$ cat src/source/fir_pkg.sv
/*
 * Shared widths, tap counts, pipeline latency and the coefficient table
 * of the 45-tap symmetric FIR filter. Every RTL stage imports it.
 */

package fir_pkg;

	// ********************
	// data path widths
	// ********************

	// samples, pair sums, normalized products and tree sums
	localparam int DATA_W = 18;

	typedef logic signed [DATA_W-1:0] data_t;

	// full signed product before normalization
	localparam int PROD_W = 2 * DATA_W;

	// products are shifted right arithmetically, low DATA_W bits kept
	localparam int SCALE_SHIFT = 17;

	// ********************
	// filter geometry
	// ********************

	localparam int NUM_TAPS = 45;

	// mirrored pairs 0..21 and the center tap at 22
	localparam int NUM_UNIQ = (NUM_TAPS + 1) / 2;

	// 23 -> 12 -> 6 -> 3 -> 2 -> 1
	localparam int TREE_LEVELS = 5;

	// tap line + pre-adder + multiplier + one edge per tree level
	localparam int FILTER_LATENCY = 3 + TREE_LEVELS;

	// ********************
	// coefficients
	// ********************

	// lowpass response, entry k applies to taps k and NUM_TAPS-1-k
	// entry NUM_UNIQ-1 is the center tap alone
	localparam data_t COEFF [NUM_UNIQ] = '{
		88,
		0,
		-97,
		-197,
		-294,
		-380,
		-447,
		-490,
		-504,
		-481,
		-420,
		-319,
		-178,
		0,
		212,
		451,
		710,
		980,
		1252,
		1514,
		1756,
		1971,
		2147
	};

endpackage
$ cat src/source/symmetric_preadder.sv
/*
 * Pre-adder stage of the symmetric FIR filter. Adds each pair of
 * mirrored taps so that one multiplier serves two taps, and registers
 * the center tap alone to keep it aligned with the pairs.
 */

`timescale 1ns/10ps

module symmetric_preadder (
	input  logic           clk,
	input  logic           reset,
	input  logic           i_clk_ena,
	input  fir_pkg::data_t i_taps [fir_pkg::NUM_TAPS],
	output fir_pkg::data_t o_pair_sums [fir_pkg::NUM_UNIQ]
);

	import fir_pkg::*;

	// odd center tap index, which is also the last pair-sum slot
	localparam int CENTER = NUM_UNIQ - 1;

	// ********************
	// pair sums
	// ********************

	// sums wrap at DATA_W bits
	always_ff @(posedge clk or posedge reset) begin
		if (reset) begin
			o_pair_sums <= '{default: '0};
		end else if (i_clk_ena) begin
			for (int k = 0; k < CENTER; k++) begin
				o_pair_sums[k] <= i_taps[k] + i_taps[NUM_TAPS-1-k];
			end
			// center tap has no partner
			o_pair_sums[CENTER] <= i_taps[CENTER];
		end
	end

endmodule

$ cat config.mk
export PLATFORM = sky130hd
export DESIGN_NAME = symmetric_preadder
export DESIGN_NICKNAME = d
export VERILOG_FILES = /design/src/source/fir_pkg.sv /design/src/source/symmetric_preadder.sv
export SDC_FILE = /design/constraint.sdc
export NUM_CORES = 2
export LEC_CHECK = 0
export ABC_CLOCK_PERIOD_IN_PS = 16350
export BUFFER_PORTS_ARGS = -buffer_cell sky130_fd_sc_hd__buf_2
export CAP_MARGIN = 25
export CORE_AREA = 2 2 477 479
export CTS_CLUSTER_SIZE = 20
export DETAILED_ROUTE_END_ITERATION = 6
export DIE_AREA = 0 0 479 481
export GPL_ROUTABILITY_DRIVEN = 0
export PLACE_DENSITY = 0.42
export SYNTH_ARGS = -nofsm -noshare
export SYNTH_HDL_FRONTEND = slang
export SYNTH_SLANG_ARGS = --single-unit
$ cat constraint.sdc
create_clock -name clk -period 16.35 [get_ports clk]
set_input_delay 0.8175 -clock clk [delete_from_list [all_inputs] [get_ports clk]]
set_output_delay 0.8175 -clock clk [all_outputs]
set_load 0.02 [all_outputs]
# After elaboration in Yosys (flattened, before gate mapping)
# Index checks and enable logic that the tools add are counted.
# Widths: inputs -> output; s select.
op_classes:
  addsub: 22
ops:
  columns: ["cell", "count"]
  rows:
  - ["$add 18x18->18", 22]
totals:
  ff_bits: 414
  inputBits: 813
  output_inout_bits: 414
  wordCells: 45

# Longest topological paths before layout
logic_depth:
  ltp_word: 1
  mapped_depth: 10
  depth_no_buf: 10

# Worst setup path before layout
# OpenSTA, ideal clock, no wires.
synth_path:
  kind: "in2reg"
  start: "in i_taps[306] (netlist bit)"
  end: "reg o_pair_sums[106] (netlist bit)"
  setup_ns: 0.095
  arrival_time_ns: 2.719
  required_time_ns: 16.255
  setup_slack_ns: 13.536
  path_stages: 10
  n_path_buf: 0
  cell_sequence: "ha_1 > inv_1 > fa_1 > nor2b_4 > o31a_1 > o41ai_2 > o21ai_1 > o211a_1 > o31a_1 > o31ai_1"
synth_via:
  elab_chain_len: 1
synth_rtl:
  columns: ["item", "line", "source"]
  rows:
  - ["from (decl)", "symmetric_preadder.sv:13", "input fir_pkg::data_t i_taps [fir_pkg::NUM_TAPS],"]
  - ["$add 18x18->18", "symmetric_preadder.sv:32", "o_pair_sums[k] <= i_taps[k] + i_taps[NUM_TAPS-1-k];"]
  - ["to (signal, indexed assignment)", "symmetric_preadder.sv:32", null]
  - ["to (signal, indexed assignment)", "symmetric_preadder.sv:35", "o_pair_sums[CENTER] <= i_taps[CENTER];"]
  - ["to (decl)", "symmetric_preadder.sv:14", "output fir_pkg::data_t o_pair_sums [fir_pkg::NUM_UNIQ]"]
# No other way between the ends.
# A chain may end at the register's enable or synchronous reset.

==> impl_metrics.json <==
{
  "status": "finished clean",
  "grt_max_degree": 134,
  "path_buf_inv": 4,
  "routed_length_on_met3_mm": 18.4,
  "fin_tns_setup_ps": 0,
  "critical_path_peak_fanout": 65,
  "drt_iter0_drc": 1676,
  "initial_utilization_pct": 14.5,
  "postLayoutSetupSlackWorst_ps": 12760,
  "final_period_minus_worst_setup_slack_ps": 3590,
  "asyncSetResetFlopFracSynth_pct": 100,
  "pwr_density_cell_nw_per_um2": 105,
  "detail_route.wl_per_cell_um": 23.5,
  "cts_inserted_buffers": 61,
  "crit_path_end_kind": "flop",
  "num_vias": 33100,
  "synth_cells": 3524,
  "timing.slew.headroom_pct": 33.3,
  "report.final.hold_viol_count": 0,
  "total_number_of_clock_tree_sinks": 414,
  "worstHoldPathType": "input pin to async pin",
  "setup_viol": 0,
  "synth_area_um2": 32800,
  "top_cell_type_s_share_of_synthesized_area_pct": 31.6,
  "unrepaired_setup_endpoints_after_global_routing": "false",
  "critical_path.slowest_cell": "sky130_fd_sc_hd__buf_4",
  "num_io_pins": 1227,
  "routed_via_density": 4.22,
  "synth-edff-count": 0,
  "detail_route.wirelength_mm": 184,
  "final.period_utilization_pct": 21.9,
  "first_pass_detailed_route_iteration_total": 5,
  "fin_util_pct": 19.8,
  "f_max_mhz": 279,
  "post_cts_resize_count": 0,
  "yosys.cell_count.top_type": "sky130_fd_sc_hd__dfrtp_1",
  "post_synth_num_cell_types": 78,
  "met2_wirelength_mm": 85.4,
  "antenna_violations_before_repair": 43,
  "clk_path_buf_depth": 3,
  "path_cells": "buf_8 > buf_4 > buf_4 > buf_4 > nand2_1 > or4_1 > nand3_1",
  "largest_register_ffs": 414,
  "number_of_buffers_inserted_by_post_cts_setup_repair": 0,
  "cpPeakStageDelay_ps": 700,
  "worst_ir_drop_vdd_v": 0.0000835,
  "clkLatencyLatePin_ps": 680,
  "synth_ff_type": "sky130_fd_sc_hd__dfrtp_1",
  "cp_data_arrival_time_ps": 4210,
  "max_flop_register": "o_pair_sums",
  "nets_in_the_synthesized_netlist": 4733,
  "postRouteAntennaNets": 0,
  "hpwlAfterDp_mm": 157,
  "timing.setup.critical_path_class": "input pin to flop",
  "cts_max_level": 2,
  "globalRouteOverflowTotal": 0,
  "drt-met1-wl_mm": 70.9,
  "ys_top_cells_by_count": "sky130_fd_sc_hd__dfrtp_1, sky130_fd_sc_hd__ha_1, sky130_fd_sc_hd__a21oi_1",
  "largest_area_contributor_in_the_synthesized_netlist": "sky130_fd_sc_hd__dfrtp_1",
  "power_leakage_nw": 20.6,
  "route.detailed.drc": 0,
  "worst_slew_pin_slew_ps": 1000,
  "top_layer": "met5",
  "die-area_um2": 230000,
  "preCtsSetupSlack_ps": 12060,
  "row_count": 175,
  "power_w": 0.00470,
  "clock-skew-final_ps": 0,
  "io_buffers": 1226,
  "biggestRegsByFlops": "o_pair_sums: 414 flops",
  "grt_first_pass_wirelength_mm": 249,
  "synth_area_per_cell_um2": 9.31,
  "critical_path.top_delay_family": "buffers and inverters",
  "count_of_nets_after_finishing": 5953,
  "drive_above_1_share_pct": 33.8,
  "num-fill-cells": 25300,
  "syn2layout_area_growth_pct": 36.3,
  "cp_common_cell": "sky130_fd_sc_hd__buf_4",
  "cts_tree": "built",
  "grt.total_usage_pct": 15.2,
  "cts_root_buf": "sky130_fd_sc_hd__clkbuf_16",
  "startpoint_types": "input pin",
  "core_um2": 226000,
  "maxCapViolCount": 0,
  "cts.hold.buffers_added": 0,
  "ys_top_cells_by_area": "sky130_fd_sc_hd__dfrtp_1, sky130_fd_sc_hd__ha_1, sky130_fd_sc_hd__mux2_2",
  "ys_seq_area_share_pct": 31.6,
  "path_clk_slew_ps": 60,
  "die_x_um": 479,
  "critical_path_required_ps": 16980,
  "first_global_vias": 32600,
  "timing_max_transition_violations_final": 0,
  "synth_warnings": 0,
  "die_height_um": 481,
  "ys_seq_elements": 414
}
worst paths after layout:
path | start | end | slack (ps) | cells after the start
hold reg to reg | o_pair_sums[400]$_DFFE_PP0P_ | o_pair_sums[400]$_DFFE_PP0P_ | 480 | 1
setup reg to reg | o_pair_sums[50]$_DFFE_PP0P_ | o_pair_sums[50]$_DFFE_PP0P_ | 15330 | 2
max in group asynchronous | reset | o_pair_sums[298]$_DFFE_PP0P_ | 13510 | 5
min in group clk | i_taps[406] | o_pair_sums[10]$_DFFE_PP0P_ | 340 | 2
setup / recovery | i_clk_ena | o_pair_sums[142]$_DFFE_PP0P_ | 12760 | 7
hold / removal | reset | o_pair_sums[339]$_DFFE_PP0P_ | 140 | 2
report_power, final:
group	internal, W	leakage (nW)	total (W)	switching, W
clock	0.000826	1.03	0.00142	0.000598
sequential	0.00124	4.84	0.00137	0.000127
combinational	0.000678	14.8	0.00190	0.00123
kinds of logic (layout without fill, tap and decap cells):
logic type / Yosys count / after routing / synth area share (%)
AO/OA/AOI/OAI: 1091 / 1091 / 21.9
AND/OR/NAND/NOR: 868 / 868 / 12.7
flip-flops: 414 / 414 / 31.6
adder cells (fa/ha/maj): 396 / 396 / 15.6
XOR/XNOR: 264 / 264 / 7.05
buffers and inverters: 249 / 1522 / 2.85
multiplexers: 242 / 242 / 8.28
other: 0 / 24 / 0
stage by stage:
| step | hold slack (ps) | cell area [µm²] | instances |
|---|---|---|---|
| 2_1_floorplan | 593 | 32800 | 3524 |
| 3_3_place_gp | 465 | 42500 | 7690 |
| 3_5_place_dp | 468 | 42500 | 7690 |
| 4_1_cts | 81.3 | 44600 | 7806 |
| 5_1_grt | 108 | 44700 | 7825 |
| 6_report | 136 | 44700 | 7830 |
cells in the final DEF, fill, tap and decap left out, types with 161 or more instances in the layout:
cell type	instances
sky130_fd_sc_hd__nor2_1	244
sky130_fd_sc_hd__dfrtp_1	414
sky130_fd_sc_hd__ha_1	374
sky130_fd_sc_hd__nand2_1	244
sky130_fd_sc_hd__mux2_2	234
sky130_fd_sc_hd__buf_2	1225
sky130_fd_sc_hd__a21oi_1	290
sky130_fd_sc_hd__o21ai_0	204
sky130_fd_sc_hd__inv_1	161
sky130_fd_sc_hd__xnor2_1	183
final cells by class:
type                       count  area (µm²)  area share [%]
antenna                       24        60.1           0.134
inverter                     163         627            1.40
clock buffer                  83        1780            3.98
tap                         3009        3760            8.42
clock inverter                33         324           0.725
timing repair buffer        1243        6290            14.1
sequential                   414       10400            23.2
multi-input combinational   2861       21500            48.1
per-layer routing:
layer / vias to the layer above / track usage (%)
li1: 15600 / -
met1: 15800 / 17.1
met2: 1397 / 25.3
met3: 257 / 5.80
met4: 12 / 6.85
met5: - / 0
Power figures use the tool's default switching activity.
