<file path="config.mk">
export PLATFORM = sky130hd
export DESIGN_NAME = adder_tree
export DESIGN_NICKNAME = d
export VERILOG_FILES = /design/src/source/fir_pkg.sv /design/src/source/adder_tree.sv
export SDC_FILE = /design/constraint.sdc
export NUM_CORES = 2
export LEC_CHECK = 0
export BUFFER_PORTS_ARGS = -buffer_cell sky130_fd_sc_hd__buf_2
export CAP_MARGIN = 20
export CELL_PAD_IN_SITES_DETAIL_PLACEMENT = 1
export CELL_PAD_IN_SITES_GLOBAL_PLACEMENT = 2
export CORE_MARGIN = 2
export CORE_UTILIZATION = 25
export CTS_CLUSTER_DIAMETER = 120
export DETAILED_ROUTE_END_ITERATION = 7
export PLACE_DENSITY_LB_ADDON = 0.2
export SYNTH_ARGS = -nofsm -noshare
export SYNTH_HDL_FRONTEND = slang
export SYNTH_SLANG_ARGS = --single-unit
export TNS_END_PERCENT = 20
</file>
<file path="constraint.sdc">
create_clock -name clk -period 22.6 [get_ports clk]
set_input_delay 6.78 -clock clk [delete_from_list [all_inputs] [get_ports clk]]
set_output_delay 6.78 -clock clk [all_outputs]
set_load 0.02 [all_outputs]
</file>
<file path="src/source/fir_pkg.sv">
/*
 * Shared widths, tap counts, pipeline latency and the coefficient table
 * of the 45-tap symmetric FIR filter. Every RTL stage imports it.
 */

package fir_pkg;

	// ********************
	// data path widths
	// ********************

	// samples, pair sums, normalized products and tree sums
	localparam int DATA_W = 18;

	typedef logic signed [DATA_W-1:0] data_t;

	// full signed product before normalization
	localparam int PROD_W = 2 * DATA_W;

	// products are shifted right arithmetically, low DATA_W bits kept
	localparam int SCALE_SHIFT = 17;

	// ********************
	// filter geometry
	// ********************

	localparam int NUM_TAPS = 45;

	// mirrored pairs 0..21 and the center tap at 22
	localparam int NUM_UNIQ = (NUM_TAPS + 1) / 2;

	// 23 -> 12 -> 6 -> 3 -> 2 -> 1
	localparam int TREE_LEVELS = 5;

	// tap line + pre-adder + multiplier + one edge per tree level
	localparam int FILTER_LATENCY = 3 + TREE_LEVELS;

	// ********************
	// coefficients
	// ********************

	// lowpass response, entry k applies to taps k and NUM_TAPS-1-k
	// entry NUM_UNIQ-1 is the center tap alone
	localparam data_t COEFF [NUM_UNIQ] = '{
		88,
		0,
		-97,
		-197,
		-294,
		-380,
		-447,
		-490,
		-504,
		-481,
		-420,
		-319,
		-178,
		0,
		212,
		451,
		710,
		980,
		1252,
		1514,
		1756,
		1971,
		2147
	};

endpackage
</file>
<file path="src/source/adder_tree.sv">
/*
 * Registered binary adder tree of the FIR filter. Reduces the normalized
 * products pairwise, one register level per step, to a single sum.
 * Odd leftovers go through a bypass register so all paths stay equal.
 */

`timescale 1ns/10ps

module adder_tree (
	input  logic           clk,
	input  logic           reset,
	input  logic           i_clk_ena,
	input  fir_pkg::data_t i_products [fir_pkg::NUM_UNIQ],
	output fir_pkg::data_t o_sum
);

	import fir_pkg::*;

	// number of values entering level lvl, level 0 being the products
	function automatic int level_count(input int lvl);
		int n;
		n = NUM_UNIQ;
		for (int i = 0; i < lvl; i++) begin
			n = (n + 1) / 2;
		end
		return n;
	endfunction

	// row l holds the registered outputs of tree level l
	// only the first level_count(l+1) entries of a row are live
	data_t tree [TREE_LEVELS][NUM_UNIQ];

	// ********************
	// tree levels
	// ********************

	for (genvar l = 0; l < TREE_LEVELS; l++) begin : g_level
		localparam int N_IN = level_count(l);

		data_t src [NUM_UNIQ];

		// first level reads the products, later ones the row below
		if (l == 0) begin : g_first
			assign src = i_products;
		end else begin : g_next
			assign src = tree[l-1];
		end

		always_ff @(posedge clk or posedge reset) begin
			if (reset) begin
				tree[l] <= '{default: '0};
			end else if (i_clk_ena) begin
				// wrapping adds, the order of reduction does not matter
				for (int j = 0; j < N_IN / 2; j++) begin
					tree[l][j] <= src[2*j] + src[2*j+1];
				end
				// bypass register for an odd leftover
				if (N_IN % 2 == 1) begin
					tree[l][N_IN/2] <= src[N_IN-1];
				end
			end
		end
	end

	// ********************
	// result
	// ********************

	// the last level has exactly one live entry
	assign o_sum = tree[TREE_LEVELS-1][0];

endmodule

</file>
== After elaboration in Yosys (flattened, before gate mapping) ==
Index checks and enable logic that the tools add are counted.

* Memories kept: 0
* Word-level logic and storage cells: 46
* Bits in latches: 0
* Memory bits (writable): 0
* Flip-flop bits (word level): 432
* Memory bits (read-only): 0

* Magnitude comparators: 0
* Divide/modulo/power cells: 0
* Multiplexer cells: 0
* Shift-type cells: 0
* Add/subtract/negate cells: 22
* Bitwise logic cells: 0
* Equal/unequal tests: 0
* $mul: 0
* Reductions and logical operators: 0

{| class="wikitable"
|+ Operator list
! cell !! number
|-
| $add A18 B18 Y18 || 22
|}

== Depth between registers and ports, before layout ==
* Depth after elaboration: 1
* Mapped depth: 11
* Gate-level depth less buffers: 11

== Least setup slack after synthesis ==
No wires, ideal clock.

* Kind: input to register
* Start: in i_products[198] (netlist name)
* End: reg tree, in the netlist g_level[1].src[322]
* Required time: 22.465 ns
* Setup time: 0.135 ns
* Stages on the path: 11
* Arrival time: 8.698 ns
* Path buffers: 0
* Path slack: 13.767 ns
* Cells stage by stage: ha_1 > inv_1 > fa_1 > nor2b_1 > o21a_1 > o21ai_1 > a211oi_1 > o31ai_1 > a2111oi_1 > o21a_1 > o31ai_1

* Cells in the longest elaborated chain, start to end: 1

{| class="wikitable"
|+ Ends and longest elaborated chain
! element !! RTL line !! source
|-
| start: declaration || adder_tree.sv:13 || <nowiki>input fir_pkg::data_t i_products [fir_pkg::NUM_UNIQ],</nowiki>
|-
| $add A18 B18 Y18 || adder_tree.sv:55 || <nowiki>tree[l][j] <= src[2*j] + src[2*j+1];</nowiki>
|-
| end signal: indexed assignment || adder_tree.sv:55 ||
|-
| end signal: indexed assignment || adder_tree.sv:59 || <nowiki>tree[l][N_IN/2] <= src[N_IN-1];</nowiki>
|-
| end: declaration || adder_tree.sv:31 || <nowiki>data_t tree [TREE_LEVELS][NUM_UNIQ];</nowiki>
|}

Every way passes these cells.
A chain may end at the register's enable or synchronous reset.

==> flow_summary_export.csv <==
group,metric,value,unit
status,outcome,"finished clean",
grt,grt_pass1_vias,28400,
drt,drtIter0Drc,977,
clock_network,postCtsSetupBuffers,0,
setup_path,worstPathMaxFanout,80,
clock_network,clkTransAtPathRegs,60,ps
sta,max_clock_freq,112,MHz
logic_synthesis,async_flop_share,1.00,
finish,multi_input_area,21300,sq um
drt,finalWirelength,99100,um
finish,n_antenna_cell,0,
floorplan,dieArea,135000,sq um
sta,slew_violations,0,
setup_path,cp.required,23170,ps
drt,ant_nets,0,
sta,tightest_slew,1020,ps
setup_path,cp_common_cell,"buf_4",
drt,avgRoutedWirePerCell,17.5,um
setup_path,cpLargestDelayFamily,"buffers and inverters",
grt,antenna_found_initial,0,
power,power.leakage,18.0,nW
finish,fin_nets,4686,
run,cap_violations,0,
setup_path,cpMaxStageDelayCell,"buf_4",
setup_path,crit_path_end_kind,"flip-flop",
clock_network,cts_resized,0,
drt,vias,26900,
power,power_density,118,nW/um^2
floorplan,die_y,368,um
finish,n_fill_cell,15300,
grt,track_usage,0.146,
logic_synthesis,ys_seq_area_frac,0.327,
clock_network,cts-hold-fix-buffers,0,
finish,syn_to_final_growth,18.5,%
clock_network,cts_buffer_depth,3,
floorplan,die_w,368,um
sta,whs,482,ps
finish,layout-drive-gt1-share,0.217,
drt,drc,0,
sta,finalSetupTns,0,ps
logic_synthesis,synth.yosys.warnings,0,
logic_synthesis,synth_edf_count,0,
clock_network,clk_latency,650,ps
setup_path,cp.arrival,9540,ps
sta,relSlewSlack,0.323,
hold_path,hp-class,"reg -> reg",
drt,firstDrtPassIters,4,
logic_synthesis,syn_nets,4264,
grt,grt_pass1_wl,161000,um
setup_path,crit_chain,"buf_8 -> buf_4 -> buf_4 -> nand2_1 -> or4_1 -> nand3_1",
floorplan,num_rows,133,
clock_network,cts_tree,"done",
floorplan,coreArea,131000,sq um
sta,final.setup_skew,20.8,ps
drt,avgViaCountPerCell,4.74,
grt,overflow,0,
setup_path,crit_type,"in -> reg",
clock_network,cts_num_sinks,432,
floorplan,num_io_pins,435,
placement,place_congestion,0.764,
logic_synthesis,synth_ff_type,"dfrtp_1",
sta,hold_viol,0,
finish,seqCellArea,10800,sq um
logic_synthesis,syn_avg_cell_area,9.59,sq um
clock_network,h-tree-depth,2,
placement,dpl.hpwl,78000,um
setup_path,slowest_delay,890,ps
logic_synthesis,ys_ff_latch,432,
clock_network,clockRootBuffer,"clkbuf_16",
placement,port_buffers,434,
logic_synthesis,syn-cell-area,33100,sq um
sta,rsz0062_at_grt,"no",
power,fin_total_pwr,0.00463,W
grt,grt_max_degree,142,
sta,finalCritPeriodShare,0.397,
power,irDropWorstVdd,0.0601,mV
sta,setup_viol,0,
logic_synthesis,ys_types,87,
sta,period_needed,8970,ps
floorplan,initial_utilization,0.252,
clock_network,numCtsBuffers,57,
logic_synthesis,synthCells,3451,
setup_path,start_kind,"primary input",
setup_path,crit_buf_inv,3,
## final timing paths
| kind | startpoint | to | slack (ps) | cells after the start |
|---|---|---|---|---|
| worst max-delay path | i_clk_ena | g_level[2].src[351]$_DFFE_PP0P_ | 13630 | 6 |
| worst min-delay path | g_level[1].src[263]$_DFFE_PP0P_ | g_level[1].src[263]$_DFFE_PP0P_ | 480 | 1 |
| worst max register to register | g_level[2].src[324]$_DFFE_PP0P_ | g_level[3].src[376]$_DFFE_PP0P_ | 19660 | 11 |
| worst min register to register | g_level[1].src[263]$_DFFE_PP0P_ | g_level[1].src[263]$_DFFE_PP0P_ | 480 | 1 |
| max in group asynchronous | reset | g_level[1].src[302]$_DFFE_PP0P_ | 14070 | 4 |
| min in group asynchronous | reset | g_level[1].src[199]$_DFFE_PP0P_ | 6320 | 2 |
## cells in the final DEF (no fill, tap or decap), drive strengths merged, types with 21 or more instances in the layout
cell type and instances:
and3 44, ha 374, xnor2 172, o21ai 194, o21a 92, a21oi 255, dfrtp 432, buf 447
o21bai 28, mux2 251, or3 21, o211ai 34, nand2 204, a31oi 23, nand2b 26, inv 177
a211oi 46, fa 22, nor2b 43, o31ai 51, nand4 28, nor3 114, a21boi 32, xor2 69
nor2 188, clkbuf 79, nand3 53, a21o 155
## cells by family (layout without fill, tap and decap cells)
kind of cell,Yosys count,after routing,share of synthesized area
xor+xnor,241,241,0.0638
fa+ha+maj,396,396,0.155
compound gates,1047,1047,0.214
buf+inv,259,728,0.0299
flops,432,432,0.327
simple gates,807,807,0.120
mux,269,269,0.0910
## where the power goes
group          switching [W]  internal (W)  total, W
registers           0.000229       0.00106   0.00129
logic                0.00129       0.00111   0.00240
clock network       0.000375      0.000570  0.000945
## cell usage after synthesis (all sizes together) (67+ instances only)
| master | count | area (sq um) |
|---|---|---|
| o21a | 92 | 692 |
| a21o | 155 | 1160 |
| mux2 | 251 | 2830 |
| ha | 374 | 4680 |
| nor2 | 188 | 706 |
| o21ai | 194 | 971 |
| xnor2 | 172 | 1510 |
| dfrtp | 432 | 10800 |
| nand2 | 204 | 766 |
| clkbuf | 67 | 251 |
| inv | 175 | 657 |
| a21oi | 255 | 1300 |
| nor3 | 114 | 571 |
| xor2 | 69 | 604 |
## registers in the layout, indices dropped and copies added, names as in the netlist
name         count
g_level.src    414
o_sum           18
## metal layers
layer,global-route usage,vias up,wire (um)
met5,0,-,0
met4,0.0327,0,1710
met3,0.0169,86,2590
met2,0.244,304,46200
met1,0.202,12900,48500
li1,-,13600,-
## through the flow
step	utilization	instance area (sq um)	setup WS (ps)	cells
2_1_floorplan	-	33100	3790	3451
3_3_place_gp	0.283	37300	12930	5569
3_5_place_dp	0.283	37300	12920	5569
4_1_cts	0.298	39200	13620	5675
5_1_grt	0.298	39200	13390	5675
6_report	0.298	39200	13630	5675
## final cells by class
type,count,share of cell area
repair buffers,447,0.0585
flip-flops and latches,432,0.276
inverters,175,0.0171
multi-input cells,2760,0.543
well taps,1755,0.0560
clock buffers,79,0.0416
clock inverters,27,0.00788
Power figures use the tool's default switching activity.
