===== src/source/fir_pkg.sv =====
/*
 * Shared widths, tap counts, pipeline latency and the coefficient table
 * of the 45-tap symmetric FIR filter. Every RTL stage imports it.
 */

package fir_pkg;

	// ********************
	// data path widths
	// ********************

	// samples, pair sums, normalized products and tree sums
	localparam int DATA_W = 18;

	typedef logic signed [DATA_W-1:0] data_t;

	// full signed product before normalization
	localparam int PROD_W = 2 * DATA_W;

	// products are shifted right arithmetically, low DATA_W bits kept
	localparam int SCALE_SHIFT = 17;

	// ********************
	// filter geometry
	// ********************

	localparam int NUM_TAPS = 45;

	// mirrored pairs 0..21 and the center tap at 22
	localparam int NUM_UNIQ = (NUM_TAPS + 1) / 2;

	// 23 -> 12 -> 6 -> 3 -> 2 -> 1
	localparam int TREE_LEVELS = 5;

	// tap line + pre-adder + multiplier + one edge per tree level
	localparam int FILTER_LATENCY = 3 + TREE_LEVELS;

	// ********************
	// coefficients
	// ********************

	// lowpass response, entry k applies to taps k and NUM_TAPS-1-k
	// entry NUM_UNIQ-1 is the center tap alone
	localparam data_t COEFF [NUM_UNIQ] = '{
		88,
		0,
		-97,
		-197,
		-294,
		-380,
		-447,
		-490,
		-504,
		-481,
		-420,
		-319,
		-178,
		0,
		212,
		451,
		710,
		980,
		1252,
		1514,
		1756,
		1971,
		2147
	};

endpackage

===== src/source/coeff_multiplier_bank.sv =====
/*
 * Multiplier stage of the FIR filter. Each pair sum is multiplied by its
 * constant coefficient, the full product is normalized by an arithmetic
 * shift and the low bits are registered for the adder tree.
 */

`timescale 1ns/10ps

module coeff_multiplier_bank (
	input  logic           clk,
	input  logic           reset,
	input  logic           i_clk_ena,
	input  fir_pkg::data_t i_pair_sums [fir_pkg::NUM_UNIQ],
	output fir_pkg::data_t o_products [fir_pkg::NUM_UNIQ]
);

	import fir_pkg::*;

	logic signed [PROD_W-1:0] full_prod [NUM_UNIQ];
	logic signed [PROD_W-1:0] scaled    [NUM_UNIQ];

	// ********************
	// multiply and normalize
	// ********************

	// both operands signed, so the product is sign-extended to PROD_W
	always_comb begin
		for (int k = 0; k < NUM_UNIQ; k++) begin
			full_prod[k] = i_pair_sums[k] * COEFF[k];
			scaled[k]    = full_prod[k] >>> SCALE_SHIFT;
		end
	end

	// ********************
	// product registers
	// ********************

	// keep only the low DATA_W bits of the shifted product
	always_ff @(posedge clk or posedge reset) begin
		if (reset) begin
			o_products <= '{default: '0};
		end else if (i_clk_ena) begin
			for (int k = 0; k < NUM_UNIQ; k++) begin
				o_products[k] <= scaled[k][DATA_W-1:0];
			end
		end
	end

endmodule


===== config.mk =====
export PLATFORM = sky130hd
export DESIGN_NAME = coeff_multiplier_bank
export DESIGN_NICKNAME = d
export VERILOG_FILES = /design/src/source/fir_pkg.sv /design/src/source/coeff_multiplier_bank.sv
export SDC_FILE = /design/constraint.sdc
export NUM_CORES = 2
export LEC_CHECK = 0
export ABC_AREA = 1
export BUFFER_PORTS_ARGS = -buffer_cell sky130_fd_sc_hd__buf_4
export CAP_MARGIN = 40
export CORE_MARGIN = 5
export CORE_UTILIZATION = 60
export CTS_BUF_LIST = sky130_fd_sc_hd__clkbuf_4 sky130_fd_sc_hd__clkbuf_8
export DETAILED_ROUTE_END_ITERATION = 16
export PLACE_DENSITY = 0.86
export SYNTH_ARGS = -nofsm -noshare
export SYNTH_HDL_FRONTEND = slang
export SYNTH_SLANG_ARGS = --single-unit

===== constraint.sdc =====
create_clock -name clk -period 21.8 [get_ports clk]
set_clock_uncertainty 0.2 [all_clocks]
set_input_delay 4.36 -clock clk [delete_from_list [all_inputs] [get_ports clk]]
set_output_delay 4.36 -clock clk [all_outputs]
set_load 0.05 [all_outputs]

; ---- Word-level counts from Yosys, hierarchy flattened
; Cells that the tools add are included.
[word_totals]
regBits = 378
output_inout_bits = 414
elab_cells = 42
[classes]
mul = 21
[op_table]
columns = operator, count
row1 = $mul 18x10->28 const B, 7
row2 = $mul 18x9->27 const B, 4
row3 = $mul 18x8->26 const B, 4
row4 = $mul 18x7->25 const B, 2
row5 = $mul 18x13->31 const B, 1
row6 = $mul 18x12->30 const B, 1
row7 = $mul 18x11->29 const B, 1
row8 = $mul 18x5->23 const B, 1

; ---- Longest topological paths before layout
[depth]
depth_word = 1
depth_mapped = 24
depth_no_buf = 24

; ---- Least setup slack after synthesis
; No wires, ideal clock.
[synth_path]
path_type = input port to flip-flop
start = input port i_pair_sums[52] in the netlist's numbering
end = register o_products[52] in the netlist's numbering
setup_time_ns = 0.118
cell_stages = 20
t_arrival_ns = 7.891
setup_slack_ns = 13.591
path_cell_list = inv_1 ha_1 inv_1 fa_1 fa_1 inv_1 fa_1 fa_1 inv_1 ha_1 nand2_1 inv_1 nand2_1 inv_1 a21oi_1 nor2_1 nor2_1 nand3_1 nand3_1 nand2_1
[synth_via]
elab_chain_len = 1
[synth_rtl]
columns = item, line_no
row1 = start: declaration, coeff_multiplier_bank.sv:13  ; input fir_pkg::data_t i_pair_sums [fir_pkg::NUM_UNIQ],
row2 = $mul 18x10->28, coeff_multiplier_bank.sv:29  ; full_prod[k] = i_pair_sums[k] * COEFF[k];
row3 = end signal: indexed assignment, coeff_multiplier_bank.sv:44  ; o_products[k] <= scaled[k][DATA_W-1:0];
row4 = end: declaration, coeff_multiplier_bank.sv:14  ; output fir_pkg::data_t o_products [fir_pkg::NUM_UNIQ]
; No other way between the ends.
; A chain may end at the register's enable or synchronous reset.

; ---- Worst setup path in the final report
; Ends and elaborated chain as after synthesis.

==> results.py <==
metrics = {
    "floorplan": {
        "die_height_um": 367,
        "core-area_sq_um": 127000,
        "ioPinCount": 831,
        "rows": 131,
        "die_w_um": 367,
        "die_area_sq_um": 135000,
        "start_util_pct": 60.3,
    },
    "grt": {
        "grt_pass1_vias": 67598,
        "grtUsageTotal_pct": 29.7,
        "antenna_found_initial": 45,
        "overflow": 0,
        "grt_max_degree": 106,
        "grt_pass1_wl_um": 332000,
    },
    "placement": {
        "place_congestion": 0.982,
        "port-buffer-count": 758,
        "dp.final_hpwl_um": 178000,
        "dp_cells": 12020,
    },
    "critical_path": {
        "crit-reg2reg-capture": "o_products[232]$_DFFE_PP0P_",
        "reg2reg_depth": 2,
        "r2r_slack_ns": 20.66,
        "max_stage_delay_ns": 0.54,
        "cp_num_buf_inv": 5,
        "path_class": "in2reg",
        "r2r_start": "o_products[232]$_DFFE_PP0P_",
        "cp_slowest_cell": "fa_1",
        "path_cells": "buf_4 > inv_1 > ha_1 > inv_1 > fa_1 > fa_1 > inv_1 > fa_1 > fa_1 > inv_1 > ha_1 > a21oi_1 > o21ai_0 > a21oi_1 > nor2_1 > nor2_1 > nand2_1 > nand2_1 > nand3_1 > nand2_1",
        "critPathMaxFanout": 5,
        "cp_top_family": "adder cells",
        "cp-start-kind": "primary input",
        "critPathCaptureType": "flop",
        "worstPathRequired_ns": 22.24,
        "worstPathArrival_ns": 8.74,
    },
    "clocking": {
        "clockBufferDepth": 3,
        "tritoncts": "built",
        "hold_buffers": 0,
        "clockRootBuffer": "clkbuf_8",
        "numCtsBuffers": 52,
        "post-cts-setup-buffers": 0,
        "path_clk_slew_ns": 0.05,
        "cts_resized": 0,
        "clk_latency_ns": 0.72,
        "cts-htree-levels": 2,
        "cts_sinks": 237,
    },
    "routing": {
        "drt_iter0_drc": 4083,
        "dr.pass1.iters": 7,
        "vias_per_cell": 5.36,
        "ant_nets": 0,
        "drc": 0,
        "totalWireLength_um": 202000,
        "routedWlPerCell_um": 16.6,
        "vias": 65209,
    },
    "logic_synthesis": {
        "synth_edf_count": 0,
        "syn_area_per_cell_sq_um": 7.83,
        "synth.most_common_cell": "inv_1",
        "syn_inst": 9788,
        "ys_dominant_reg_cell": "dfrtp_1",
        "yosysSeqAreaShare_pct": 7.74,
        "ys_seq_elements": 237,
        "ys_async_sr_fraction_pct": 100,
        "netlist_top_cells_area": "fa_1 27%, ha_1 26%, inv_1 13%",
        "synth_area_sq_um": 76700,
        "yosys_warnings": 0,
        "synthTopCellsByCount": "2611 x inv_1, 1729 x nand2_1, 1591 x ha_1, 1016 x fa_1, 513 x nor2_1",
        "yosysTopAreaCell": "fa_1",
        "synth.top_cell.area_share_pct": 26.5,
        "synth_cell_type_count": 49,
    },
    "power_and_ir_drop": {
        "power_density_nw_per_um2": 134,
        "total_power_w": 0.0114,
        "vdd_drop_max_mv": 0.108,
        "leakage_nw": 49.4,
    },
    "sta": {
        "setup_viol": 0,
        "fin_crit_sh_pct": 38.1,
        "clock.fmax_mhz": 120,
        "rsz0062_at_grt": "false",
        "slew_viol_final": 0,
        "tns_ns": 0,
        "hold_viol_final": 0,
        "maxSlewHeadroom_pct": 42.2,
        "tightestPinTransition_ns": 0.867,
        "fin_crit_ns": 8.30,
    },
    "layout": {
        "stdcell_count": 12159,
        "largest_register_ffs": 237,
        "area_growth_pct": 10.2,
        "fin_util_pct": 66.4,
        "regMostFlops": "o_products",
        "top_regs": "o_products: 237 flops",
        "drive_above_1_share_pct": 8.52,
        "final_nets": 13437,
    },
    "min_path": {
        "min_from": "o_products[152]$_DFFE_PP0P_",
        "hold_class": "reg2reg",
        "hold_depth": 2,
        "hold_path_end": "o_products[152]$_DFFE_PP0P_",
    },
    "outcome": {
        "status": "complete, no violations",
    },
    "run": {
        "maxCapViolCount": 0,
    },
}
layer usage:
layer,share of wire [%],vias to the layer above,track usage [%]
met5,0.059,-,0
met4,4.8,4,13.1
met3,6.7,477,4.88
met2,48,2050,50.9
met1,40,31277,37.2
li1,-,31401,-
power by group:
part / switching, W / leakage, nW / internal, W
combinational: 0.00646 / 46.0 / 0.00344
sequential: 0.000199 / 2.84 / 0.000663
clock: 0.000265 / 0.622 / 0.000332
total: 0.00692 / 49.4 / 0.00443
kinds of logic (layout without fill, tap and decap cells):
| family | Yosys count | after routing | synth area share (%) |
|---|---|---|---|
| fa+ha+maj | 2607 | 2607 | 52.5 |
| other cells | 1 | 78 | 0.00489 |
| mux | 1 | 1 | 0.0147 |
| buf+inv | 2854 | 3486 | 14.9 |
| flops | 237 | 237 | 7.74 |
| simple gates | 3011 | 3011 | 16.5 |
| compound gates | 938 | 938 | 6.84 |
| xor+xnor | 139 | 139 | 1.61 |
layout by cell type, fill, tap and decap left out, types with 40 or more instances in the layout:
master,synthesis,final
diode_2,0,42
nor2_1,513,513
inv_1,2611,2610
o21ai_0,192,192
o21ai_1,86,86
a21o_1,48,48
nand3_1,464,464
clkbuf_8,0,66
buf_4,178,765
nand4_1,104,104
nand3b_1,50,50
ha_1,1591,1591
fa_1,1016,1016
xor2_1,55,55
nor3_1,88,88
dfrtp_1,237,237
a21oi_1,426,426
a31oi_1,40,40
nand2_1,1729,1729
xnor2_1,82,82
o21bai_1,78,78
layout make-up:
type | count | area [sq um]
Antenna cell | 42 | 105
Clock buffer | 74 | 962
Clock inverter | 22 | 224
Fill cell | 10311 | 42700
Inverter | 2621 | 9850
Multi-Input combinational cell | 6732 | 59500
Sequential cell | 237 | 5930
Tap cell | 1662 | 2080
Timing Repair Buffer | 769 | 5840
tightest hold or removal path: cells and delay by family, from the launching register on:
family | cells | cell delay (ns)
flops | 1 | 0.34
simple gates | 2 | 0.11
worst max-delay path by stage:
stage / from / to / slack [ns] / cells after the start
floorplan: reset / o_products[0]$_DFFE_PP0P_ / 10.74 / 1
global placement: i_pair_sums[52] / o_products[52]$_DFFE_PP0P_ / 12.82 / 20
detailed placement: i_pair_sums[52] / o_products[52]$_DFFE_PP0P_ / 12.84 / 20
CTS: i_pair_sums[52] / o_products[52]$_DFFE_PP0P_ / 13.63 / 20
global route: i_pair_sums[52] / o_products[52]$_DFFE_PP0P_ / 13.27 / 20
finish: i_pair_sums[52] / o_products[52]$_DFFE_PP0P_ / 13.50 / 20
metrics by stage:
stage	hold slack (ns)	setup slack, ns	area [sq um]
floorplan	0.560	10.74	76800
finish	0.283	13.50	84500
CTS	0.283	13.63	84300
global route	0.294	13.27	84500
global placement	0.265	12.82	83100
detailed placement	0.269	12.84	83200
(Power assumes the default switching activity.)
