[src/source/fir_pkg.sv]
/*
 * Shared widths, tap counts, pipeline latency and the coefficient table
 * of the 45-tap symmetric FIR filter. Every RTL stage imports it.
 */

package fir_pkg;

	// ********************
	// data path widths
	// ********************

	// samples, pair sums, normalized products and tree sums
	localparam int DATA_W = 18;

	typedef logic signed [DATA_W-1:0] data_t;

	// full signed product before normalization
	localparam int PROD_W = 2 * DATA_W;

	// products are shifted right arithmetically, low DATA_W bits kept
	localparam int SCALE_SHIFT = 17;

	// ********************
	// filter geometry
	// ********************

	localparam int NUM_TAPS = 45;

	// mirrored pairs 0..21 and the center tap at 22
	localparam int NUM_UNIQ = (NUM_TAPS + 1) / 2;

	// 23 -> 12 -> 6 -> 3 -> 2 -> 1
	localparam int TREE_LEVELS = 5;

	// tap line + pre-adder + multiplier + one edge per tree level
	localparam int FILTER_LATENCY = 3 + TREE_LEVELS;

	// ********************
	// coefficients
	// ********************

	// lowpass response, entry k applies to taps k and NUM_TAPS-1-k
	// entry NUM_UNIQ-1 is the center tap alone
	localparam data_t COEFF [NUM_UNIQ] = '{
		88,
		0,
		-97,
		-197,
		-294,
		-380,
		-447,
		-490,
		-504,
		-481,
		-420,
		-319,
		-178,
		0,
		212,
		451,
		710,
		980,
		1252,
		1514,
		1756,
		1971,
		2147
	};

endpackage
[src/source/tap_delay_line.sv]
/*
 * Input sample delay line of the FIR filter. A new sample enters tap 0
 * on every enabled edge and the older ones move one tap further.
 */

`timescale 1ns/10ps

module tap_delay_line (
	input  logic           clk,
	input  logic           reset,
	input  logic           i_clk_ena,
	input  fir_pkg::data_t i_in,
	output fir_pkg::data_t o_taps [fir_pkg::NUM_TAPS]
);

	import fir_pkg::*;

	// ********************
	// shift register
	// ********************

	// tap 0 holds the newest sample, tap NUM_TAPS-1 the oldest
	always_ff @(posedge clk or posedge reset) begin
		if (reset) begin
			o_taps <= '{default: '0};
		end else if (i_clk_ena) begin
			o_taps[0] <= i_in;
			for (int k = 1; k < NUM_TAPS; k++) begin
				o_taps[k] <= o_taps[k-1];
			end
		end
	end

	// whole line holds while the clock enable is low

endmodule

[config.mk]
export PLATFORM = sky130hd
export DESIGN_NAME = tap_delay_line
export DESIGN_NICKNAME = d
export VERILOG_FILES = /design/src/source/fir_pkg.sv /design/src/source/tap_delay_line.sv
export SDC_FILE = /design/constraint.sdc
export NUM_CORES = 1
export LEC_CHECK = 0
export BUFFER_PORTS_ARGS = -buffer_cell sky130_fd_sc_hd__buf_2
export CORE_AREA = 4 4 318 320
export CTS_CLUSTER_SIZE = 24
export DETAILED_ROUTE_END_ITERATION = 6
export DIE_AREA = 0 0 322 324
export PLACE_DENSITY = 0.62
export SETUP_SLACK_MARGIN = 0.4
export SKIP_LAST_GASP = 1
export SLEW_MARGIN = 20
export SYNTH_ARGS = -nofsm -noshare
export SYNTH_HDL_FRONTEND = slang
export SYNTH_SLANG_ARGS = --single-unit
export TNS_END_PERCENT = 50
[constraint.sdc]
create_clock -name clk -period 24.9 [get_ports clk]
set_clock_uncertainty 0.15 [all_clocks]
set_input_delay 2.49 -clock clk [delete_from_list [all_inputs] [get_ports clk]]
set_output_delay 2.49 -clock clk [all_outputs]
set_load 0.01 [all_outputs]
* After elaboration in Yosys (flattened, before gate mapping)
Index checks and enable logic that the tools add are counted.
** Word-level totals
- Register bits :: 810
- Input port bits :: 21
- Output and inout port bits :: 810
- Word-level logic and storage cells :: 45

* Longest topological paths before layout
Gate-level depths: netlist of run 1.
- Word-level depth :: 0
- Gate-level depth with buffers :: 4
- Gate-level depth less buffers :: 1

* Least setup slack after synthesis of run 1
No wires, ideal clock.
- Path kind :: input to register
- From :: input port i_clk_ena
- To :: register o_taps[792] (netlist bit)
- Setup time :: 125 ps
- Arrival :: 3237 ps
- Data required time :: 24625 ps
- Setup slack :: 21388 ps
- Cell stages on the path :: 4
- Buffers on the path :: 3
- Path through :: buf_6 > buf_6 > buf_6 > mux2_2
** RTL lines
- start, declared :: RTL line tap_delay_line.sv:11 : input logic i_clk_ena,
- end signal, assigned by index :: RTL line tap_delay_line.sv:29 : o_taps[k] <= o_taps[k-1];
- end, declared :: RTL line tap_delay_line.sv:13 : output fir_pkg::data_t o_taps [fir_pkg::NUM_TAPS]
No word-level cell between the ends.

==> results of run 1 <==
path summary, 6_finish.rpt:
check | to | cells after the start | slack, ns
max in group clk | o_taps[761] | 6 | 18.96
min in group asynchronous | o_taps[775] | 2 | 1.80
max | o_taps[179] | 7 | 18.11
max reg2reg | o_taps[371] | 1 | 23.79
min | o_taps[1] | 1 | 0.35
min reg2reg | o_taps[1] | 1 | 0.35
layout make-up:
type,count,area [µm²],area share [%]
Multi-Input combinational cell,810,9121,23.80
Timing Repair Buffer,847,4342,11.33
Clock inverter,24,255.2,0.6660
Antenna cell,5,12.51,0.03265
Clock buffer,136,2709,7.068
Inverter,1,7.507,0.01959
Tap cell,1287,1610,4.201
Sequential cell,810,20270,52.89
report_power, final:
part | internal [mW] | total [mW] | switching (mW) | leakage (nW)
sequential | 1.69 | 2.05 | 0.364 | 10.4
combinational | 0.535 | 1.09 | 0.553 | 7.92
clock | 0.783 | 1.32 | 0.533 | 1.46
total | 3.00 | 4.45 | 1.45 | 19.8
routing by layer:
metal	share of wire [%]	wire (µm)	vias to the layer above
met4	2.0	1769	6
met1	37	32170	9106
met3	10	8856	117
li1	-	-	7833
met5	0.047	41	-
met2	51	43920	624
metrics by stage:
step                      instances  power (mW)
after floorplan                1711       2.508
after global placement         3755       3.168
after detailed placement       3755       3.187
after CTS                      3915       4.534
after global routing           3916       4.698
final                          3920       4.454
placed cells by master (no fill, tap or decap), types with 3 or more instances in the layout:
cell type,count
buf_12,4
buf_2,829
buf_4,13
bufinv_16,3
clkbuf_1,21
clkbuf_16,93
clkbuf_8,22
clkinv_2,11
clkinvlp_4,5
dfrtp_1,810
diode_2,5
mux2_2,810
kinds of logic (layout without fill, tap and decap cells):
group	Yosys count	in the layout
buf+inv	91	1008
flops	810	810
mux	810	810
other cells	0	5
==> summary.md, run 1 <==
| Metric | Value |
|---|---|
| Outcome | `complete, no violations` |
| Slew Viols, Final | `0` |
| Launch point of the worst reg-to-reg path | `o_taps[389]` |
| Fmax achieved | `147.2 MHz` |
| Final Hold Fails | `0` |
| Worst slew pin tran | `1.063 ns` |
| Crit path launch | `reset` |
| Vias in the first global route | `18550` |
| Fin crit period | `6.794 ns` |
| Max FFs per register | `810` |
| Die height | `324 µm` |
| Critical-path maximum fanout | `77` |
| CP delay by family, top | `buffers and inverters` |
| Mapped Nets | `1732` |
| CP Data Required Time | `25.37 ns` |
| Most used DFF post-synth | `dfrtp_1` |
| IO buf count | `830` |
| Initial antenna violation count | `7` |
| Met3 Resource Use GR | `6.938%` |
| # IOs | `831` |
| Highest-delay cell along the critical path | `buf_4` |
| CTS tree | `done` |
| Top cell type's share of synthesized area | `66.67%` |
| Largest area contributor in the netlist | `dfrtp_1` |
| Max capacitance violation total | `0` |
| Min Hold Slack | `0.3500 ns` |
| Deepest clock path buffer count | `3` |
| Biggest registers after layout | `o_taps (810)` |
| H-tree levels | `3` |
| Crit. End Element | `async pin` |
| CP startpoint kind | `input port` |
| Synth-to-Final Area Change | `26.07%` |
| Worst hold path type | `reg -> reg` |
| Clock Latency Late Sink | `0.64 ns` |
| Fin crit share | `27.29%` |
| Mapped Cells | `1711` |
| Worst path bufs/invs | `7` |
| Most frequent CP cell | `buf_4` |
| Hold-fix buffers at CTS | `0` |
| Clock Tree Root | `clkbuf_16` |
| Max incr delay on CP | `0.88 ns` |
| Worst setup margin | `18.11 ns` |
| Congestion Overflow GR | `0` |
| M2 GR Usage | `28.16%` |
| Clock transition at path regs | `0.05 ns` |
| Core box area | `98130 µm²` |
| Post-route cell area | `38330 µm²` |
| RSZ-0062 raised after global routing | `no` |
| Dpl hpwl | `64340 µm` |
| Placed cell area | `35350 µm²` |
| Mapped Avg Cell Area | `17.77 µm²` |
| Layout cells sized above 1 | `68.38%` |
| DRT antenna net count | `0` |
| Routability cong. | `0.7857` |
| Post-CTS Repair Setup Buffers | `0` |
| Mux cell area share after synthesis | `30.00%` |
| Worst vdd ir | `0.00008728 V` |
| Largest family of logic cells by synthesized area | `multiplexers` |
| Initial detailed-routing violation count | `840` |
| Drt drc | `0` |
| # nets final | `2581` |
| Row count | `115` |
| CP arrival | `7.26 ns` |
| First-pass GRT wire length | `125700 µm` |
| Leakage | `19.80 nW` |
| Fin util | `39.06%` |
| Seq/Total Area, Yosys | `66.67%` |
| # fillers | `9297` |
| Hold wc startpoint | `o_taps[1]` |
| Routed length per instance | `22.13 µm` |
| First-pass detailed-route iteration total | `4` |
| Drt total wl | `86750 µm` |
| Vias | `17690` |
| Headroom to the max-slew limit | `29.17%` |
| GR Util All Layers | `15.96%` |
| Via density per instance | `4.512` |
| Largest net degree at the start of global routing | `180` |
| Top reg by flops | `o_taps` |
| Post-Syn Area | `30400 µm²` |
| Met1 global-route usage | `17.69%` |
| Post-synth EDFFs | `0` |
| Synth Area in XOR/XNOR | `0%` |
| Top post-synthesis cells by area | `dfrtp_1 (67%), mux2_2 (30%), buf_6 (3.3%)` |
| Critical path type | `in -> async` |
| Yosys warnings | `0` |
| Number of buffers created by CTS | `90` |
| Post-synthesis compound-gate area fraction | `0%` |
| Die Wd | `322 µm` |
| Crit-path cells | `buf_2 > clkinvlp_4 > buf_4 > buf_4 > buf_4 > buf_4 > buf_4` |
| Number of synthesized register bits | `810` |
| Post-synth cell types | `5` |
| Async S/R FF share, synth | `100.0%` |
| Clock sinks | `810` |
| Most Crowded Layer GR | `met2` |
| # setup viols final | `0` |
| Post-Synth Adder-Cell Area | `0%` |
| Initial cell density of the core | `30.98%` |
| Setup WS pre-CTS | `17.19 ns` |
| Post-synthesis simple-gate area fraction | `0%` |
| PostCTS Resize Cnt | `0` |
| Setup TNS | `0 ns` |
| Synth cell count leaders | `dfrtp_1 (810), mux2_2 (810), buf_6 (89)` |
| Die Area | `104300 µm²` |
| Pwr dens | `116.2 nW/µm²` |
Power figures use the tool's default switching activity.
==> run 2, diff against run 1 <==
clock period = 6.25 ns   (was 24.9 ns; I/O delays follow)
==> run 2 against run 1 <==
Against the previous run:
- sequential share of layout area barely moved
- non-clock buffer count rose by 11
- hold slack got worse by 0.28 ns
- first-iteration DRC count fell by 0.83%
- highest routed layer unchanged
- critical path depth fell by 2
- register-to-register slack got worse by 19 ns
- clock power rose to 3.9 times the previous value
==> summary.md, run 2 (synthesis results as in run 1) <==
| Metric | Value |
|---|---|
| Outcome | `complete, no violations` |
| Max capacitance violation total | `0` |
| Clock transition at path regs | `0.06 ns` |
| Initial detailed-routing violation count | `833` |
| Largest net degree at the start of global routing | `152` |
| Clock power frac | `29.2%` |
| # IOs | `831` |
| Via density per instance | `4.521` |
| Routability cong. | `0.7754` |
| Max FFs per register | `810` |
| Fin crit period | `2.395 ns` |
| Clock Latency Late Sink | `0.63 ns` |
| Core box area | `98130 µm²` |
| Clock Tree Root | `clkbuf_16` |
| Hold wc startpoint | `i_in[11]` |
| Headroom to the max-slew limit | `36.28%` |
| Worst hold path type | `in -> reg` |
| Congestion Overflow GR | `0` |
| Crit path launch | `reset` |
| Initial antenna violation count | `5` |
| Leakage | `19.83 nW` |
| Setup WS pre-CTS | `3.391 ns` |
| Routed length per instance | `22.11 µm` |
| Initial cell density of the core | `30.98%` |
| Top reg by flops | `o_taps` |
| First-pass GRT wire length | `125300 µm` |
| Flop pwr share | `46.2%` |
| Drt drc | `0` |
| Die height | `324 µm` |
| Fmax achieved | `417.5 MHz` |
| Dpl hpwl | `65030 µm` |
| Fin util | `39.09%` |
| Gate power share | `24.6%` |
| # fillers | `9299` |
| Worst setup margin | `3.855 ns` |
| Pwr dens | `460.0 nW/µm²` |
| Die Wd | `322 µm` |
| Synth-to-Final Area Change | `26.19%` |
| Post-CTS Repair Setup Buffers | `0` |
| GR Util All Layers | `15.96%` |
| IO buf count | `830` |
| Layout cells sized above 1 | `68.41%` |
| RSZ-0062 raised after global routing | `no` |
| Fin crit share | `38.32%` |
| Number of buffers created by CTS | `88` |
| Post-route cell area | `38360 µm²` |
| Worst vdd ir | `0.0003512 V` |
| First-pass detailed-route iteration total | `4` |
| CP arrival | `2.91 ns` |
| Design internal power | `11.89 mW` |
| CP startpoint kind | `input port` |
| Vias in the first global route | `18390` |
| H-tree levels | `3` |
| CTS tree | `done` |
| Psw | `5.751 mW` |
| Final Hold Fails | `0` |
| CP Data Required Time | `6.76 ns` |
| Critical-path maximum fanout | `63` |
| Launch point of the worst reg-to-reg path | `o_taps[371]` |
| Deepest clock path buffer count | `3` |
| # nets final | `2590` |
| Most frequent cells in the layout | `buf_2 (829), mux2_2 (810), dfrtp_1 (810)` |
| Row count | `115` |
| Placed cell area | `35460 µm²` |
| Worst slew pin tran | `0.9559 ns` |
| Crit. End Element | `async pin` |
| Die Area | `104300 µm²` |
| # setup viols final | `0` |
| Biggest registers after layout | `o_taps (810)` |
| DRT antenna net count | `0` |
| Slew Viols, Final | `0` |
| Clock sinks | `810` |
| Sw Share | `32.59%` |
| Critical path type | `in -> async` |
| Most common cell after layout, fill and taps aside | `buf_2` |
| Vias | `17750` |
| Drt total wl | `86800 µm` |
==> run 2: cell count changes in the layout (fill, tap and decap cells not counted), sizes merged <==
cell,previous run,this run
buf,847,856
clkinv,11,12
dlygate4sd3,0,2
clkbuf,136,130
inv,6,9
bufinv,3,4
diode,5,1
clkinvlp,5,4
==> run 2: stage by stage <==
step           setup TNS (ns)  hold WS (ns)  power [mW]  cells
2_1_floorplan        -4572.94        0.4011       9.993   1711
3_3_place_gp                0        0.3332       12.63   3764
3_5_place_dp                0        0.3405       12.71   3764
4_1_cts                     0     0.0005639       17.98   3924
5_1_grt                     0       0.02003       18.61   3924
6_report                    0       0.07402       17.65   3925
==> run 2: worst max-delay path: stages <==
cell	delay (ns)
dlygate4sd3_1	0.53
buf_2	0.14
clkinvlp_4	0.49
buf_12	0.33
buf_4	0.69
==> run 2: path summary, 6_finish.rpt <==
path                                     to  slack, ns  cells past startpoint
max in group clk                o_taps[373]       3.88                      1
min in group asynchronous       o_taps[759]       0.52                      3
worst max register to register  o_taps[353]       5.01                      2
worst min-delay path            o_taps[803]       0.07                      2
worst min register to register   o_taps[12]       0.35                      1
worst max-delay path             o_taps[82]       3.85                      5
==> run 2: power groups by stage <==
stage	logic [mW]	clock network (mW)	registers, mW
after floorplan	1.60	0	8.39
after global placement	4.39	0	8.25
after detailed placement	4.41	0	8.29
after CTS	4.43	5.33	8.22
after global routing	4.69	5.54	8.38
final	4.34	5.16	8.15
==> run 2: layout make-up <==
class / count / area [µm²] / area share, %
flip-flops and latches: 810 / 20270 / 52.84
multi-input cells: 810 / 9121 / 23.78
repair buffers: 858 / 4467 / 11.64
clock buffers: 130 / 2581 / 6.728
well taps: 1287 / 1610 / 4.198
clock inverters: 28 / 304.0 / 0.7925
inverters: 1 / 7.507 / 0.01957
diodes: 1 / 2.502 / 0.006523
==> run 2: layer usage <==
layer / routed length, µm / part of all wire [%] / global-route usage, %
met5: 14 / 0.016 / 0
met2: 42970 / 50 / 27.47
met4: 2645 / 3.0 / 5.397
met3: 9258 / 11 / 6.875
met1: 31900 / 37 / 17.81
==> run 2: repair_timing <==
item,in CTS,in global routing
endpoints found under the hold margin,18,0
setup endpoints to repair,0,0
gates resized for setup,0,0
hold buffers,2,0
==> run 3, diff against run 2 <==
clock period = 2.1 ns   (was 6.25 ns; I/O delays follow)
==> run 3 against run 2 <==
Against the previous run:
- clock-buffer cell count fell by 6
- cell count is 2.1% higher
- first-iteration DRC count rose by 3.2%
- clock power grew to 3.0 times the previous value
- largest power group unchanged
- highest routed layer unchanged
==> summary.md, run 3 (synthesis results as in run 1) <==
| Metric | Value |
|---|---|
| Outcome | `complete, no violations` |
| Initial cell density of the core | `30.98%` |
| Routed length per instance | `22.57 µm` |
| Leakage | `20.27 nW` |
| Layout cells sized above 1 | `70.14%` |
| CP Data Required Time | `1.74 ns` |
| Crit. End Element | `output pin` |
| Inst Count DP | `3802` |
| IO buf count | `830` |
| Fmax achieved | `587.0 MHz` |
| Die Area | `104300 µm²` |
| Max incr delay on CP | `0.52 ns` |
| GR Util All Layers | `16.81%` |
| # IOs | `831` |
| # fillers | `9244` |
| Highest-delay cell along the critical path | `dfrtp_2` |
| R2r worst-path depth | `2` |
| Synth-to-Final Area Change | `29.50%` |
| Routability cong. | `0.8064` |
| Drt drc | `0` |
| H-tree levels | `3` |
| Number of buffers created by CTS | `88` |
| Worst vdd ir | `0.001006 V` |
| Launch point of the worst reg-to-reg path | `o_taps[372]` |
| Final Hold Fails | `0` |
| Die Wd | `322 µm` |
| RSZ-0062 raised after global routing | `yes` |
| First-pass GRT wire length | `131500 µm` |
| Via density per instance | `4.525` |
| Post-route cell area | `39370 µm²` |
| Deepest clock path buffer count | `3` |
| Biggest registers after layout | `o_taps (810)` |
| Non-Filler Instances | `4008` |
| Drt total wl | `90450 µm` |
| Congestion Overflow GR | `0` |
| Die height | `324 µm` |
| Headroom to the max-slew limit | `54.50%` |
| Dpl hpwl | `67740 µm` |
| Fin crit share | `81.12%` |
| Max FFs per register | `810` |
| Max capacitance violation total | `0` |
| Vias | `18140` |
| Most frequent cells in the layout | `buf_2 (816), mux2_2 (810), dfrtp_1 (774)` |
| CP delay by family, top | `flip-flops` |
| Initial antenna violation count | `7` |
| Clock transition at path regs | `0.06 ns` |
| # nets final | `2666` |
| Crit-path cells | `buf_6` |
| Clock Tree Root | `clkbuf_16` |
| Slew Viols, Final | `0` |
| Top reg by flops | `o_taps` |
| Worst hold path type | `in -> async` |
| Pwr dens | `1363 nW/µm²` |
| Vias in the first global route | `19350` |
| Reg-to-reg slack, setup | `0.84 ns` |
| Fin util | `40.12%` |
| FF-to-FF End | `o_taps[354]` |
| Worst slew pin tran | `0.6824 ns` |
| Initial detailed-routing violation count | `860` |
| Fin crit period | `1.704 ns` |
| Core box area | `98130 µm²` |
| Critical-path maximum fanout | `2` |
| Placed cell area | `35920 µm²` |
| Min Hold Slack | `0.06155 ns` |
| Clock sinks | `810` |
| # setup viols final | `0` |
| CP arrival | `1.34 ns` |
| Worst path bufs/invs | `1` |
| DRT antenna net count | `0` |
| Row count | `115` |
| Critical path type | `reg -> out` |
| Most common cell after layout, fill and taps aside | `buf_2` |
| CTS tree | `done` |
| First-pass detailed-route iteration total | `4` |
| Clock Latency Late Sink | `0.65 ns` |
| CP startpoint kind | `flop` |
| Largest net degree at the start of global routing | `124` |
## run 3: changes by cell type in the layout (fill, tap and decap cells not counted), sizes merged
cell         before  now
clkinvlp          4    5
clkinv           12   27
clkbuf          130  124
bufinv            4    5
buf             856  914
dlygate4sd3       2   20
diode             1    2
inv               9    4
## run 3: timing repair
action / 4_1_cts / 5_1_grt
hold endpoints to repair: 857 / 0
endpoints found under the setup margin: 58 / 24
buffers inserted: 20 / 0
resized for setup: 44 / 9
hold buffers: 20 / 0
## run 3: how the worst max path moves through the flow
| stage | from | end | slack [ns] | depth (start not counted) |
|---|---|---|---|---|
| global route | o_taps[372] | o_taps[372] | 0.34 | 1 |
| floorplan | reset | o_taps[0] | -9.38 | 1 |
| CTS | o_taps[372] | o_taps[372] | 0.30 | 1 |
| global placement | i_clk_ena | o_taps[0] | 0.44 | 4 |
| detailed placement | i_clk_ena | o_taps[571] | 0.43 | 4 |
| finish | o_taps[372] | o_taps[372] | 0.40 | 1 |
## run 3: report_power, final
| part | leakage, nW | switching [mW] | internal [mW] |
|---|---|---|---|
| Clock | 1.46 | 6.55 | 9.12 |
| Sequential | 10.4 | 4.28 | 20.1 |
| Combinational | 8.42 | 6.87 | 6.79 |
## run 3: final cells by class
class | instances | area [µm²] | share of cell area (%)
flip-flops and latches | 810 | 20310 | 51.60
multi-input cells | 810 | 9121 | 23.17
repair buffers | 934 | 5335 | 13.55
clock buffers | 124 | 2529 | 6.423
well taps | 1287 | 1610 | 4.090
clock inverters | 40 | 447.9 | 1.138
inverters | 1 | 7.507 | 0.01907
diodes | 2 | 5.005 | 0.01271
## run 3: routing by layer
layer  vias up  share of wire (%)  GRT usage [%]
met2       663                 50          29.36
met5         -              0.030              0
met1      9346                 37          18.75
met3       125                9.5          6.682
met4         4                2.9          5.707
li1       8000                  -              -
## run 3: through the flow
step | worst slack (ns) | setup TNS, ns | power, mW
final | 0.3964 | 0 | 53.65
after global routing | 0.3357 | 0 | 56.48
after CTS | 0.2995 | 0 | 54.54
after detailed placement | 0.4345 | 0 | 37.96
after global placement | 0.4448 | 0 | 37.72
after floorplan | -9.381 | -7598.29 | 29.74
